[src/core_pkg.sv]
`default_nettype none

package core_pkg;

   typedef logic [31:0] word_t;      // Register values, ALU results and memory data
   typedef logic [31:0] instr_t;     // opcode 31:26, rs 25:21, rt 20:16, rd 15:11, imm 15:0
   typedef logic [4:0]  reg_addr_t;  // Register number
   typedef logic [5:0]  opcode_t;
   typedef logic [5:0]  funct_t;

   // Major opcodes
   localparam opcode_t OP_RTYPE = 6'h00;
   localparam opcode_t OP_JUMP  = 6'h02;
   localparam opcode_t OP_LDB   = 6'h10;
   localparam opcode_t OP_LDW   = 6'h11;
   localparam opcode_t OP_STB   = 6'h12;
   localparam opcode_t OP_STW   = 6'h13;
   localparam opcode_t OP_LI    = 6'h20;
   localparam opcode_t OP_ADDI  = 6'h21;
   localparam opcode_t OP_LUI   = 6'h22;
   localparam opcode_t OP_ORI   = 6'h23;
   localparam opcode_t OP_BEQ   = 6'h30;
   localparam opcode_t OP_BNE   = 6'h31;
   localparam opcode_t OP_STALL = 6'h3f;  // No-op

   // R-type function codes, MIPS numbering
   localparam funct_t FN_ADD = 6'h20;
   localparam funct_t FN_SUB = 6'h22;
   localparam funct_t FN_AND = 6'h24;
   localparam funct_t FN_OR  = 6'h25;

   typedef enum logic [2:0] {
      ALU_ADD    = 3'd0,
      ALU_SUB    = 3'd1,
      ALU_AND    = 3'd2,
      ALU_OR     = 3'd3,
      ALU_PASS_B = 3'd4   // Forwards operand B, used by LI and LUI
   } alu_op_t;

endpackage

`default_nettype wire

[src/execute_unit.sv]
`timescale 1ns/1ps
`default_nettype none

module execute_unit
   import core_pkg::*;
(
   input  logic      clk,
   input  logic      reset,
   input  logic      ex_valid,
   input  logic      regwrite,
   input  logic      memtoreg,
   input  logic      memwrite,
   input  logic      memread,
   input  logic      byteword,
   input  logic      alusrc,
   input  logic      br_eq,
   input  logic      br_ne,
   input  alu_op_t   alu_op,
   input  reg_addr_t dest,
   input  word_t     imm_ext,
   input  word_t     rs_data,
   input  word_t     rt_data,
   output logic      m_regwrite,
   output logic      m_memtoreg,
   output logic      m_memwrite,
   output logic      m_memread,
   output logic      m_byteword,
   output reg_addr_t m_dest,
   output word_t     alu_result,
   output word_t     store_data,
   output logic      branch_taken
);

   word_t operand_b;
   word_t result;
   logic  equal;

   assign operand_b = alusrc ? rt_data : imm_ext;
   assign equal     = (rs_data == rt_data);

   always_comb begin
      case (alu_op)
         ALU_SUB:    result = rs_data - operand_b;
         ALU_AND:    result = rs_data & operand_b;
         ALU_OR:     result = rs_data | operand_b;
         ALU_PASS_B: result = operand_b;
         default:    result = rs_data + operand_b;  // Also the load/store address
      endcase
   end

   always_ff @(posedge clk) begin
      if (reset) begin
         m_regwrite   <= 1'b0;
         m_memtoreg   <= 1'b0;
         m_memwrite   <= 1'b0;
         m_memread    <= 1'b0;
         m_byteword   <= 1'b0;
         branch_taken <= 1'b0;
      end else begin
         m_regwrite   <= ex_valid & regwrite;
         m_memtoreg   <= ex_valid & memtoreg;
         m_memwrite   <= ex_valid & memwrite;
         m_memread    <= ex_valid & memread;
         m_byteword   <= ex_valid & byteword;
         branch_taken <= ex_valid & ((br_eq & equal) | (br_ne & ~equal));  // One-cycle pulse
      end
   end

   always_ff @(posedge clk) begin
      m_dest     <= ex_valid ? dest : '0;
      alu_result <= ex_valid ? result : '0;
      store_data <= ex_valid ? rt_data : '0;
   end

endmodule

`default_nettype wire

[config.mk]
export PLATFORM = sky130hd
export DESIGN_NAME = execute_unit
export DESIGN_NICKNAME = d
export VERILOG_FILES = /design/src/core_pkg.sv /design/src/execute_unit.sv
export SDC_FILE = /design/constraint.sdc
export NUM_CORES = 1
export LEC_CHECK = 0
export BUFFER_PORTS_ARGS = -buffer_cell sky130_fd_sc_hd__buf_4
export CELL_PAD_IN_SITES_DETAIL_PLACEMENT = 1
export CELL_PAD_IN_SITES_GLOBAL_PLACEMENT = 2
export CORE_ASPECT_RATIO = 0.6
export CORE_MARGIN = 4
export CORE_UTILIZATION = 24
export CTS_CLUSTER_SIZE = 40
export DETAILED_ROUTE_END_ITERATION = 12
export PLACE_DENSITY_LB_ADDON = 0.1
export SETUP_SLACK_MARGIN = 0.15
export SLEW_MARGIN = 40
export SYNTH_ARGS = -nofsm -noshare
export SYNTH_HDL_FRONTEND = slang
export SYNTH_SLANG_ARGS = --single-unit
[constraint.sdc]
create_clock -name clk -period 17.9 [get_ports clk]
set_input_delay 1.79 -clock clk [delete_from_list [all_inputs] [get_ports clk]]
set_output_delay 1.79 -clock clk [all_outputs]
set_load 0.02 [all_outputs]
==> reports/metrics.yaml <==
grt_pass1_vias: 6246
timing.final.setup_violations: 0
final_antenna_net_count: 0
finalCriticalPeriod_ns: 6.686
global_placement_routability_congestion: 0.8928
antenna-diode-count: 0
critical_path.max_stage_delay_ns: 0.65
post_cts_resized: 0
grt_overflow: 0
static-leakage-power_nw: 3.513
layout.cells.most_common_list: "buf_4 (191), dfxtp_1 (75), a21oi_1 (56)"
synthesis.instances: 704
areaGrowthSynthToFinish_pct: 34.57
run_status: "completed"
cp.buffers_inverters: 2
clkSlewWorstSetupHoldPaths_ns: 0.07
postSynth.topFlopCell: "dfxtp_1"
syn_area_per_cell_um2: 8.446
syn_nets: 854
fin_crit_sh_pct: 37.35
tritoncts: "yes"
critPathCaptureType: "register"
worstMarginPinSlew_ns: 0.9076
finish.net_count: 1024
drv_cap: 0
design.die.area_um2: 27440
mostFrequentLayoutCell: "buf_4"
post-route-drc-count: 0
power.internal_mw: 0.4190
combinationalPowerShare_pct: 40.2
clock-root-buffer: "clkbuf_16"
synth_edf_count: 0
cts-hold-fix-buffers: 0
power_frac_clock_pct: 31.3
total_power_mw: 0.6615
synth_cell_type_count: 61
final.setup.worst_slack_ns: 11.21
tritoncts.num_buffers: 9
crit_slowest_cell: "nor4_1"
die_h_um: 129.9
initial_core_util_pct: 24.49
hold_viol: 0
synth.cell_area_um2: 5946
initial_antenna_violation_count: 0
peak_fanout_along_the_critical_path: 71
whs_ns: 1.637
synth_compound_area_share_pct: 20.56
all_layer_global_routing_usage_pct: 19.18
holdCritPathClass: "input pin to register"
place_ws_ns: 10.70
cts.repair_timing.setup_buffer_count: 0
postLayoutCoreUtil_pct: 32.96
post_synth_arst_share_pct: 0
max_freq_ghz: 0.1496
clkSinkCount: 75
routed_wire_length_per_instance_um: 22.27
power_switching_mw: 0.2425
die_width_um: 211.2
crit_path_start_kind: "input pin"
cts_max_level: 3
drt-vias-per-instance: 5.087
drv_slew: 0
place.detailed.hpwl_um: 21030
maxSlewHeadroom_pct: 38.98
io_pins: 190
synth_adder_area_share_pct: 12.71
pwr-share-seq_pct: 28.6
crit_chain: "buf_6 -> mux2_2 -> inv_1 -> ha_1 -> nand3_1 -> nor4_1 -> and2_1 -> nor2b_1 -> nand3b_1 -> o21ai_0 -> xor2_1 -> ha_1 -> and3_1 -> a221o_1 -> a21o_1 -> a21oi_1 -> o21ai_0 -> nand2_1 -> o211ai_1 -> xnor2_1 -> o21ai_0"
synth_top_family_by_area: "compound AO/OA/AOI/OAI gates"
worst_path_most_repeated_cell: "o21ai_0"
initialDrtViolationCount: 486
detail_route.first_pass.iterations: 4
cp.arrival_ns: 6.97
setup_tns_ns: 0
timing.critical_path.max_delay_family: "simple AND/OR/NAND/NOR gates"
switching_share_pct: 36.66
cts_buffer_depth: 2
synthXorXnorAreaFrac_pct: 12.82
muxShareOfSynthArea_pct: 6.965
fp.coreArea_um2: 24280
grt_max_degree: 73
worstSetupPathType: "input pin to register"
port_buffers: 189
grt_first_pass_wirelength_um: 39750
simple_gate_fraction_of_synth_area_pct: 18.37
row_cnt: 44
critical_path_required_ns: 18.18
synth.ff_latch_count: 75
ir_worst_vdd_uv: 44.22
cellPowerDensity_nw_per_um2: 82.67
num_vias: 6109
rsz0062_at_grt: "no"
synth_sequential_area_ratio_pct: 25.25
wl_um: 26750
final_layout_size_suffix_gt1_share_pct: 27.42
synth_warnings: 0
[final timing paths]
kind | from | endpoint | slack (ns) | depth (start not counted)
setup / recovery | alusrc | alu_result[30] | 11.21 | 21
hold / removal | memread | m_memread | 1.64 | 2
[registers in the layout, indices dropped and copies added, names as in the netlist]
| register | flops |
|---|---|
| m_regwrite | 1 |
| m_memread | 1 |
| m_memtoreg | 1 |
| branch_taken | 1 |
| m_memwrite | 1 |
| store_data | 32 |
| alu_result | 32 |
| m_byteword | 1 |
| m_dest | 5 |
[power by group through the flow]
stage               Combinational (mW)  Sequential, mW  Clock, mW
floorplan                        0.137           0.214          0
global placement                 0.262           0.192          0
detailed placement               0.264           0.193          0
CTS                              0.265           0.189      0.215
global route                     0.289           0.191      0.221
finish                           0.266           0.189      0.207
[routing by layer]
layer  vias up  share of wire (%)  track usage (%)
met5         -                  0                0
met4         0               0.96            4.038
met3        18                6.1            4.277
met2       199                 40            26.79
met1      2987                 53            29.73
li1       2905                  -                -
[cells in the mapped netlist, types with 6 or more instances]
cell	count	area (µm²)
a21o_1	23	172.7
a21oi_1	56	280.3
a31oi_1	6	37.54
and2_1	52	325.3
clkbuf_1	29	108.9
dfxtp_1	75	1501
ha_1	34	425.4
inv_1	19	71.32
maj3_1	31	310.3
mux2_2	27	304.0
mux2i_1	11	110.1
nand2_1	33	123.9
nand2b_1	6	37.54
nand3_1	9	45.04
nand4_1	6	37.54
nor2_1	34	127.6
nor2b_1	6	37.54
nor3_1	21	105.1
nor4_1	14	87.58
o21ai_0	27	135.1
o221ai_1	23	201.4
o31ai_1	7	52.55
or3_1	6	37.54
xnor2_1	32	280.3
xor2_1	55	481.7
[cells by family after synthesis]
| logic type | after synthesis |
|---|---|
| AND/OR/NAND/NOR | 203 |
| AO/OA/AOI/OAI | 183 |
| XOR/XNOR | 87 |
| flip-flops | 75 |
| adder cells (fa/ha/maj) | 66 |
| buffers and inverters | 52 |
| multiplexers | 38 |
[area by class of cell]
class                   count  area [µm²]
inverters                  19       71.32
repair buffers            192        1445
fillers                  2881       16280
clock inverters             7       101.3
flip-flops and latches     75        1501
clock buffers               9       225.2
well taps                 322       402.9
multi-input cells         577        4254
[stage by stage]
step                      area, µm²  cells
after floorplan                5946    704
after global placement         7666   1185
after detailed placement       7671   1185
after CTS                      7998   1201
after global routing           8001   1201
final                          8001   1201
No activity file was read; power rests on OpenSTA's default activity.
