===== config.mk =====
export PLATFORM = sky130hd
export DESIGN_NAME = control_unit
export DESIGN_NICKNAME = d
export VERILOG_FILES = /design/src/core_pkg.sv /design/src/control_unit.sv
export SDC_FILE = /design/constraint.sdc
export NUM_CORES = 1
export LEC_CHECK = 0
export BUFFER_PORTS_ARGS = -buffer_cell sky130_fd_sc_hd__buf_2
export CORE_MARGIN = 4
export CORE_UTILIZATION = 48
export CTS_BUF_LIST = sky130_fd_sc_hd__clkbuf_8
export DETAILED_ROUTE_END_ITERATION = 12
export GPL_TIMING_DRIVEN = 0
export HOLD_SLACK_MARGIN = 0.03
export PLACE_DENSITY = 0.82
export SYNTH_ARGS = -nofsm -noshare
export SYNTH_HDL_FRONTEND = slang
export SYNTH_SLANG_ARGS = --single-unit

===== constraint.sdc =====
create_clock -name clk -period 6 [get_ports clk]
set_input_delay 1.8 -clock clk [delete_from_list [all_inputs] [get_ports clk]]
set_output_delay 1.8 -clock clk [all_outputs]
set_load 0.005 [all_outputs]

===== src/core_pkg.sv =====
`default_nettype none

package core_pkg;

   typedef logic [31:0] word_t;      // Register values, ALU results and memory data
   typedef logic [31:0] instr_t;     // opcode 31:26, rs 25:21, rt 20:16, rd 15:11, imm 15:0
   typedef logic [4:0]  reg_addr_t;  // Register number
   typedef logic [5:0]  opcode_t;
   typedef logic [5:0]  funct_t;

   // Major opcodes
   localparam opcode_t OP_RTYPE = 6'h00;
   localparam opcode_t OP_JUMP  = 6'h02;
   localparam opcode_t OP_LDB   = 6'h10;
   localparam opcode_t OP_LDW   = 6'h11;
   localparam opcode_t OP_STB   = 6'h12;
   localparam opcode_t OP_STW   = 6'h13;
   localparam opcode_t OP_LI    = 6'h20;
   localparam opcode_t OP_ADDI  = 6'h21;
   localparam opcode_t OP_LUI   = 6'h22;
   localparam opcode_t OP_ORI   = 6'h23;
   localparam opcode_t OP_BEQ   = 6'h30;
   localparam opcode_t OP_BNE   = 6'h31;
   localparam opcode_t OP_STALL = 6'h3f;  // No-op

   // R-type function codes, MIPS numbering
   localparam funct_t FN_ADD = 6'h20;
   localparam funct_t FN_SUB = 6'h22;
   localparam funct_t FN_AND = 6'h24;
   localparam funct_t FN_OR  = 6'h25;

   typedef enum logic [2:0] {
      ALU_ADD    = 3'd0,
      ALU_SUB    = 3'd1,
      ALU_AND    = 3'd2,
      ALU_OR     = 3'd3,
      ALU_PASS_B = 3'd4   // Forwards operand B, used by LI and LUI
   } alu_op_t;

endpackage

`default_nettype wire


===== src/control_unit.sv =====
`timescale 1ns/1ps
`default_nettype none

module control_unit
   import core_pkg::*;
(
   input  logic      clk,
   input  logic      reset,
   input  logic      we,
   input  logic      stall,
   input  instr_t    instr,
   output logic      issue,
   output logic      ex_valid,
   output logic      regwrite,   // Write-back enable
   output logic      memtoreg,   // Write-back data comes from memory
   output logic      memwrite,
   output logic      memread,
   output logic      byteword,   // 1 for word access, 0 for byte access
   output logic      alusrc,     // Operand B is rt when set, immediate otherwise
   output logic      br_eq,
   output logic      br_ne,
   output alu_op_t   alu_op,
   output reg_addr_t dest,
   output word_t     imm_ext
);

   opcode_t       opcode;
   funct_t        funct;
   logic [15:0]   imm;
   word_t         imm_next;

   assign opcode = instr[31:26];
   assign funct  = instr[5:0];
   assign imm    = instr[15:0];
   assign issue  = we & ~stall;  // One acceptance per rising edge

   always_comb begin
      case (opcode)
         OP_ORI:  imm_next = {16'b0, imm};
         OP_LUI:  imm_next = {imm, 16'b0};
         default: imm_next = {{16{imm[15]}}, imm};  // Loads, stores, LI and ADDI
      endcase
   end

   always_ff @(posedge clk) begin
      if (reset) begin
         ex_valid <= 1'b0;
         regwrite <= 1'b0;
         memtoreg <= 1'b0;
         memwrite <= 1'b0;
         memread  <= 1'b0;
         byteword <= 1'b0;
         alusrc   <= 1'b0;
         br_eq    <= 1'b0;
         br_ne    <= 1'b0;
         alu_op   <= ALU_ADD;
      end else begin
         ex_valid <= issue;
         // Inactive unless an instruction class below overrides
         regwrite <= 1'b0;
         memtoreg <= 1'b0;
         memwrite <= 1'b0;
         memread  <= 1'b0;
         byteword <= 1'b0;
         alusrc   <= 1'b0;
         br_eq    <= 1'b0;
         br_ne    <= 1'b0;
         alu_op   <= ALU_ADD;
         if (issue) begin
            case (opcode)
               OP_RTYPE: begin
                  regwrite <= 1'b1;
                  alusrc   <= 1'b1;
                  case (funct)
                     FN_SUB:  alu_op <= ALU_SUB;
                     FN_AND:  alu_op <= ALU_AND;
                     FN_OR:   alu_op <= ALU_OR;
                     default: alu_op <= ALU_ADD;
                  endcase
               end
               OP_LDB, OP_LDW: begin
                  regwrite <= 1'b1;
                  memtoreg <= 1'b1;
                  memread  <= 1'b1;
                  byteword <= (opcode == OP_LDW);
               end
               OP_STB, OP_STW: begin
                  memwrite <= 1'b1;
                  byteword <= (opcode == OP_STW);
               end
               OP_LI, OP_LUI: begin
                  regwrite <= 1'b1;
                  alu_op   <= ALU_PASS_B;
               end
               OP_ADDI: regwrite <= 1'b1;
               OP_ORI: begin
                  regwrite <= 1'b1;
                  alu_op   <= ALU_OR;
               end
               OP_BEQ: begin
                  alusrc <= 1'b1;
                  br_eq  <= 1'b1;
               end
               OP_BNE: begin
                  alusrc <= 1'b1;
                  br_ne  <= 1'b1;
               end
               default: ;  // STALL, JUMP and unknown opcodes issue as no-ops
            endcase
         end
      end
   end

   // Payload fields are only meaningful while ex_valid is high
   always_ff @(posedge clk) begin
      if (issue) begin
         dest    <= (opcode == OP_RTYPE) ? instr[15:11] : instr[20:16];
         imm_ext <= imm_next;
      end
   end

endmodule

`default_nettype wire


==> run summary, run 1 <==
status = finished clean
wire per inst = 14.3 µm
die height = 70.7 µm
maximum VDD drop = 0.138 mV
PortBufs = 79
final worst-path cycle share = 74.2%
Clk pwr share = 28.4%
first-pass GRT wire length = 5830 µm
Syn Inst Count = 128
actual slew at the worst max-slew pin = 408 ps
layout cells sized above 1 = 47.7%
#FFs+latches synth = 48
Seq pwr share = 61.3%
Setup Viol. Count Final = 0
most frequent cells in the layout = 81 x buf_2, 37 x edfxtp_1, 16 x and2_1
startpoint types = input pin
kind of critical path = input pin to output port
CP peak stage delay = 350 ps
Starting DRT DRC Count = 69
cell mode on critical path = buf_2
Max-Cap Viols = 0
via count = 1317
Final nets = 251
Psw = 135 µW
max frequency = 225 MHz
mapped cell area = 0.00189 mm²
Worst Hold Class = input pin to flop
Hold Fails Final Rpt = 0
Worst Path Arrival = 2650 ps
Max FO, Critical Path = 27
first drt pass iteration count = 4
clk buf depth = 2
placed cells = 256
crit path cell chain = buf_2, nor2b_4, buf_16, buf_2
post-route setup slack = 1550 ps
Seq/Total Area, Yosys = 70.6%
crit path to = issue
Root Buffer = clkbuf_8
Syn Nets = 164
die width = 70.7 µm
Pleak = 0.00113 µW
Int Power = 489 µW
min cycle time layout = 4450 ps
post-CTS resize count = 0
Syn-to-layout area delta = 30.4%
Hold Path Stages = 2
worst setup path start = stall
drt total wl = 3780 µm
Placement Cell Area = 0.00238 mm²
area of the core = 0.00372 mm²
Initial Util = 50.7%
yosys warns = 0
CTS HTree Levels = 2
FP Rows = 22
Final Max Slew Viols = 0
cts hold-fix bufs = 0
pwr dens = 254 mW/mm²
switching share of power = 21.6%
Overall Global Routing Usage = 15.3%
DIE AREA = 0.00499 mm²
critical path's slowest cell = nor2b_4
Design Area, Final = 0.00246 mm²
Finished Layout Cells = 264
Setup Buffers After CTS = 0
Layout Utilization = 66.2%
number of global-route vias before repair = 1253
# DRC = 0
Comb power frac = 10.3%
post-route ant nets = 0
total CTS buffers = 5
Crit path required time = 4200 ps
Setup WS pre-CTS = 1540 ps
Placer Congestion = 0.751
drt via density = 4.99
Worst setup EP type = output port
number of I/O pins = 86
gr ovfl total = 0
synth unique cells = 27
most common cell after layout, fill and taps aside = buf_2
DP Wirelength = 2910 µm
Syn Area/Cell = 14.7 µm²
initial antenna violation count = 0
pin count of the biggest net entering global routing = 28
clk slew on worst S/H paths = 80 ps
CTS Sinks = 48
Antenna diodes = 0
CTS tree = done
RSZ-0062 raised after global routing = no
slew margin rel. = 72.8%
cell usage after synthesis, drive strengths merged:
cell type,instances,area share [%]
and3b,1,0.46
o2111ai,1,0.46
inv,4,0.80
nor2,3,0.60
nand2,3,0.60
nor2b,3,1.4
edfxtp,37,59
and3,4,1.3
a21o,15,6.0
nor3,4,1.6
nor3b,2,0.80
or3b,1,0.60
mux2,5,3.0
buf,5,1.9
and2,16,5.3
clkbuf,1,0.20
and4,1,0.46
dfxtp,11,12
a31oi,1,0.66
o211a,1,0.53
nor4,2,0.66
a21oi,4,1.1
nand4,3,1.0
worst min path at each step:
stage              start     to  slack (ps)
6_report       instr[26]  br_eq        1760
5_1_grt        instr[26]  br_eq        1770
4_1_cts        instr[26]  br_eq        1750
3_5_place_dp   instr[26]  br_eq        2070
3_3_place_gp   instr[26]  br_eq        2070
2_1_floorplan  instr[26]  br_eq        1880
per-stage QoR:
stage / power, µW / setup TNS [ps] / hold slack [ps]
6_report: 623 / 0 / 1760
5_1_grt: 648 / 0 / 1770
4_1_cts: 629 / 0 / 1750
3_5_place_dp: 455 / 0 / 2070
3_3_place_gp: 450 / -344 / 2070
2_1_floorplan: 416 / 0 / 1880
critical path, delay by kind of cell:
family / cells / cell delay (ps)
buf+inv: 3 / 490
simple gates: 1 / 350
cells by family after synthesis:
| kind of cell | after synthesis | share of synthesized area [%] |
|---|---|---|
| AO/OA/AOI/OAI | 22 | 8.69 |
| flip-flops | 48 | 70.6 |
| multiplexers | 5 | 2.99 |
| AND/OR/NAND/NOR | 43 | 14.8 |
| buffers and inverters | 10 | 2.92 |
final cells by class:
type	count	area, µm²
repair buffers	80	423
flip-flops and latches	48	1330
well taps	48	60.1
clock buffers	5	68.8
inverters	4	15.0
multi-input cells	70	507
plain buffers	6	40.0
clock inverters	3	13.8
fillers	296	1260
metal layers:
layer	GRT usage [%]	vias to the layer above	wire (µm)	part of all wire (%)
met4	6.47	0	61	1.6
met2	25.8	61	1840	49
li1	-	642	-	-
met5	0	-	0	0
met3	6.11	8	399	11
met1	17.4	606	1480	39
power by group through the flow:
stage | Clock (µW) | Sequential [µW] | Combinational, µW
6_report | 177 | 382 | 64.2
3_3_place_gp | 0 | 390 | 60.3
4_1_cts | 182 | 382 | 65.2
2_1_floorplan | 0 | 393 | 23.0
5_1_grt | 193 | 384 | 70.6
3_5_place_dp | 0 | 390 | 65.0
flip-flops by register name (all words and copies together) (netlist names):
name,count
regwrite,1
imm_ext,32
byteword,1
alu_op,3
memwrite,1
memread,1
ex_valid,1
dest,5
br_ne,1
br_eq,1
alusrc,1
(Power assumes the default switching activity.)
==> run 2, diff against run 1 <==
Settings changed: ABC_AREA set to 1, PLACE_DENSITY 0.82 to 0.81.
Clock period 6 ns to 4.7 ns, I/O delays scaled along.
==> run 2 against run 1 <==
Core utilization down 0.14 points. Power increased by 27%. Sequential share of layout area decreased by 0.68 points. Non-clock buffer count increased by 1. Routed wire length is 2.1% higher. Die area is 1.6% higher. Hold slack worse by 410 ps. Critical endpoint unchanged. Sequential power up 27%. Count of clock-buffer cells in the layout stayed put. First-iteration DRC count grew 23%.
==> run summary, run 2 <==
Top reg by flops = imm_ext
number of I/O pins = 86 (unchanged)
Final Max Slew Viols = 0 (unchanged)
area of the core = 0.00377 mm² (+1.5%)
Post-synth EDFFs = 37 (unchanged)
Antenna diodes = 0 (unchanged)
area leader, netlist = edfxtp_1
pwr dens = 318 mW/mm² (+26%)
Setup Buffers After CTS = 0 (unchanged)
Clk pwr share = 28.5% (about the same)
FP Rows = 22 (unchanged)
startpoint types = input pin
Hold Fails Final Rpt = 0 (unchanged)
kind of critical path = input pin to output port
Worst setup EP type = output port
Finished Layout Cells = 321 (+22%)
pin count of the biggest net entering global routing = 32 (+14%)
#FFs+latches synth = 48 (unchanged)
PortBufs = 80 (+1.3%)
min cycle time layout = 3390 ps
drt total wl = 3860 µm (+2.1%)
max frequency = 295 MHz
most common cell after layout, fill and taps aside = buf_2
Worst Hold Class = input pin to flop
Worst Path Arrival = 1980 ps (-670 ps)
Initial Util = 50.9% (+0.16 points)
mapped cell area = 0.00192 mm² (+1.8%)
drt via density = 4.61 (-7.6%)
total CTS buffers = 5 (unchanged)
layout cells sized above 1 = 36.6% (-11 points)
Comb power frac = 10.1% (-0.2 points)
Pleak = 0.00120 µW (+6.0%)
number of global-route vias before repair = 1365 (+8.9%)
DP Wirelength = 2980 µm (+2.3%)
Post-synth top cells = 53 x nand2_1, 37 x edfxtp_1, 34 x nor2_1
Synth top area share = 57.9% (-1.0 points)
most frequent cell after synthesis = nand2_1
post-CTS resize count = 0 (unchanged)
maximum VDD drop = 0.255 mV (+85%)
Overall Global Routing Usage = 15.2% (-0.16 points)
Syn Inst Count = 184 (+44%)
Root Buffer = clkbuf_8
Int Power = 619 µW (+27%)
die width = 71.2 µm (+0.79%)
synth unique cells = 16 (-41%)
Syn Nets = 220 (+34%)
Setup Viol. Count Final = 0 (unchanged)
CTS HTree Levels = 2 (unchanged)
Max FO, Critical Path = 10 (-63%)
via count = 1479 (+12%)
most frequent cells in the layout = 81 x buf_2, 53 x nand2_1, 37 x edfxtp_1
Seq pwr share = 61.4% (about the same)
DIE AREA = 0.00507 mm² (+1.6%)
max FFs per register = 32 (unchanged)
Final nets = 308 (+23%)
post-route ant nets = 0 (unchanged)
Syn-to-layout area delta = 29.7%
first-pass GRT wire length = 5910 µm (+1.4%)
clk slew on worst S/H paths = 80 ps (about the same)
slew margin rel. = 72.1% (-0.63 points)
Placer Congestion = 0.753 (+0.24%)
placed cells = 313 (+22%)
die height = 71.2 µm (+0.79%)
first drt pass iteration count = 4 (unchanged)
Starting DRT DRC Count = 85 (+23%)
RSZ-0062 raised after global routing = no
Crit path required time = 3290 ps (-910 ps)
wire per inst = 12.0 µm (-16%)
ys flop type = edfxtp_1
Psw = 174 µW (+29%)
final worst-path cycle share = 72.2%
clk buf depth = 2 (unchanged)
Syn Area/Cell = 10.4 µm² (-29%)
CTS tree = done
Placement Cell Area = 0.00241 mm² (+1.3%)
Design Area, Final = 0.00249 mm² (+1.3%)
status = finished clean
cts hold-fix bufs = 0 (unchanged)
Seq/Total Area, Yosys = 69.4% (-1.2 points)
initial antenna violation count = 0 (unchanged)
gr ovfl total = 0 (unchanged)
FFs w/ async S/R, synth = 0% (unchanged)
CTS Sinks = 48 (unchanged)
Area contributors post-synth = edfxtp_1 58%, dfxtp_1 11%, nand2_1 10%, nor2_1 6.6%, inv_1 4.3%
yosys warns = 0 (unchanged)
actual slew at the worst max-slew pin = 415 ps (+7.11 ps)
switching share of power = 21.9% (+0.34 points)
# DRC = 0 (unchanged)
Max-Cap Viols = 0 (unchanged)
biggest regs = imm_ext x32, dest x5, alu_op x3
## run 2: cell types whose count changed after synthesis, sizes merged, moves of 6 or more
cell and change:
nand2 +50, nor2 +34, inv +19, and2 -16, a21o -15, nand3 +6
## run 2: final cells by class
type | count | area [µm²]
plain buffers | 6 | 53.8
clock buffers | 5 | 68.8
clock inverters | 3 | 13.8
fillers | 311 | 1280
inverters | 23 | 86.3
multi-input cells | 107 | 455
flip-flops and latches | 48 | 1330
well taps | 48 | 60.1
repair buffers | 81 | 420
## run 2: final timing paths
path	from	to	slack, ps	depth (start not counted)
max	stall	issue	1310	3
min	reset	ex_valid	1350	2
## run 2: kinds of logic (layout without fill, tap and decap cells)
| family | count (synthesis) | count (layout) | synth area share [%] |
|---|---|---|---|
| and+or+nand+nor | 102 | 102 | 22.0 |
| AOI/OAI and AO/OA | 5 | 5 | 1.30 |
| buffers and inverters | 29 | 118 | 7.30 |
| DFF | 48 | 48 | 69.4 |
## run 2: power by group through the flow
stage | Clock, µW | Sequential [µW] | Combinational (µW)
2_1_floorplan | 0 | 502 | 28.4
3_3_place_gp | 0 | 497 | 76.2
3_5_place_dp | 0 | 497 | 81.0
4_1_cts | 234 | 487 | 81.3
5_1_grt | 249 | 489 | 89.6
6_report | 226 | 487 | 80.0
## run 2: critical path, stage by stage
cell and delay [ps]:
buf_2 120, nor2_4 280, buf_2 180
## run 2: stage by stage
| step | hold WS [ps] | worst slack (ps) | utilization, % | power (µW) | TNS, ps |
|---|---|---|---|---|---|
| floorplan | 1490 | 148 | - | 530 | 0 |
| global placement | 1640 | -884 | 63.1 | 574 | -955 |
| detailed placement | 1650 | 1290 | 63.8 | 578 | 0 |
| CTS | 1330 | 1290 | 66.0 | 803 | 0 |
| global route | 1340 | 1250 | 66.0 | 828 | 0 |
| finish | 1350 | 1310 | 66.0 | 793 | 0 |
## run 2: layer usage
metal,vias up,part of all wire (%),routed length (µm),GRT usage (%)
met4,0,0.57,22,5.01
met1,660,40,1530,15.8
met3,2,10,396,6.45
li1,759,-,-,-
met2,58,50,1910,27.3
met5,-,0,0,0
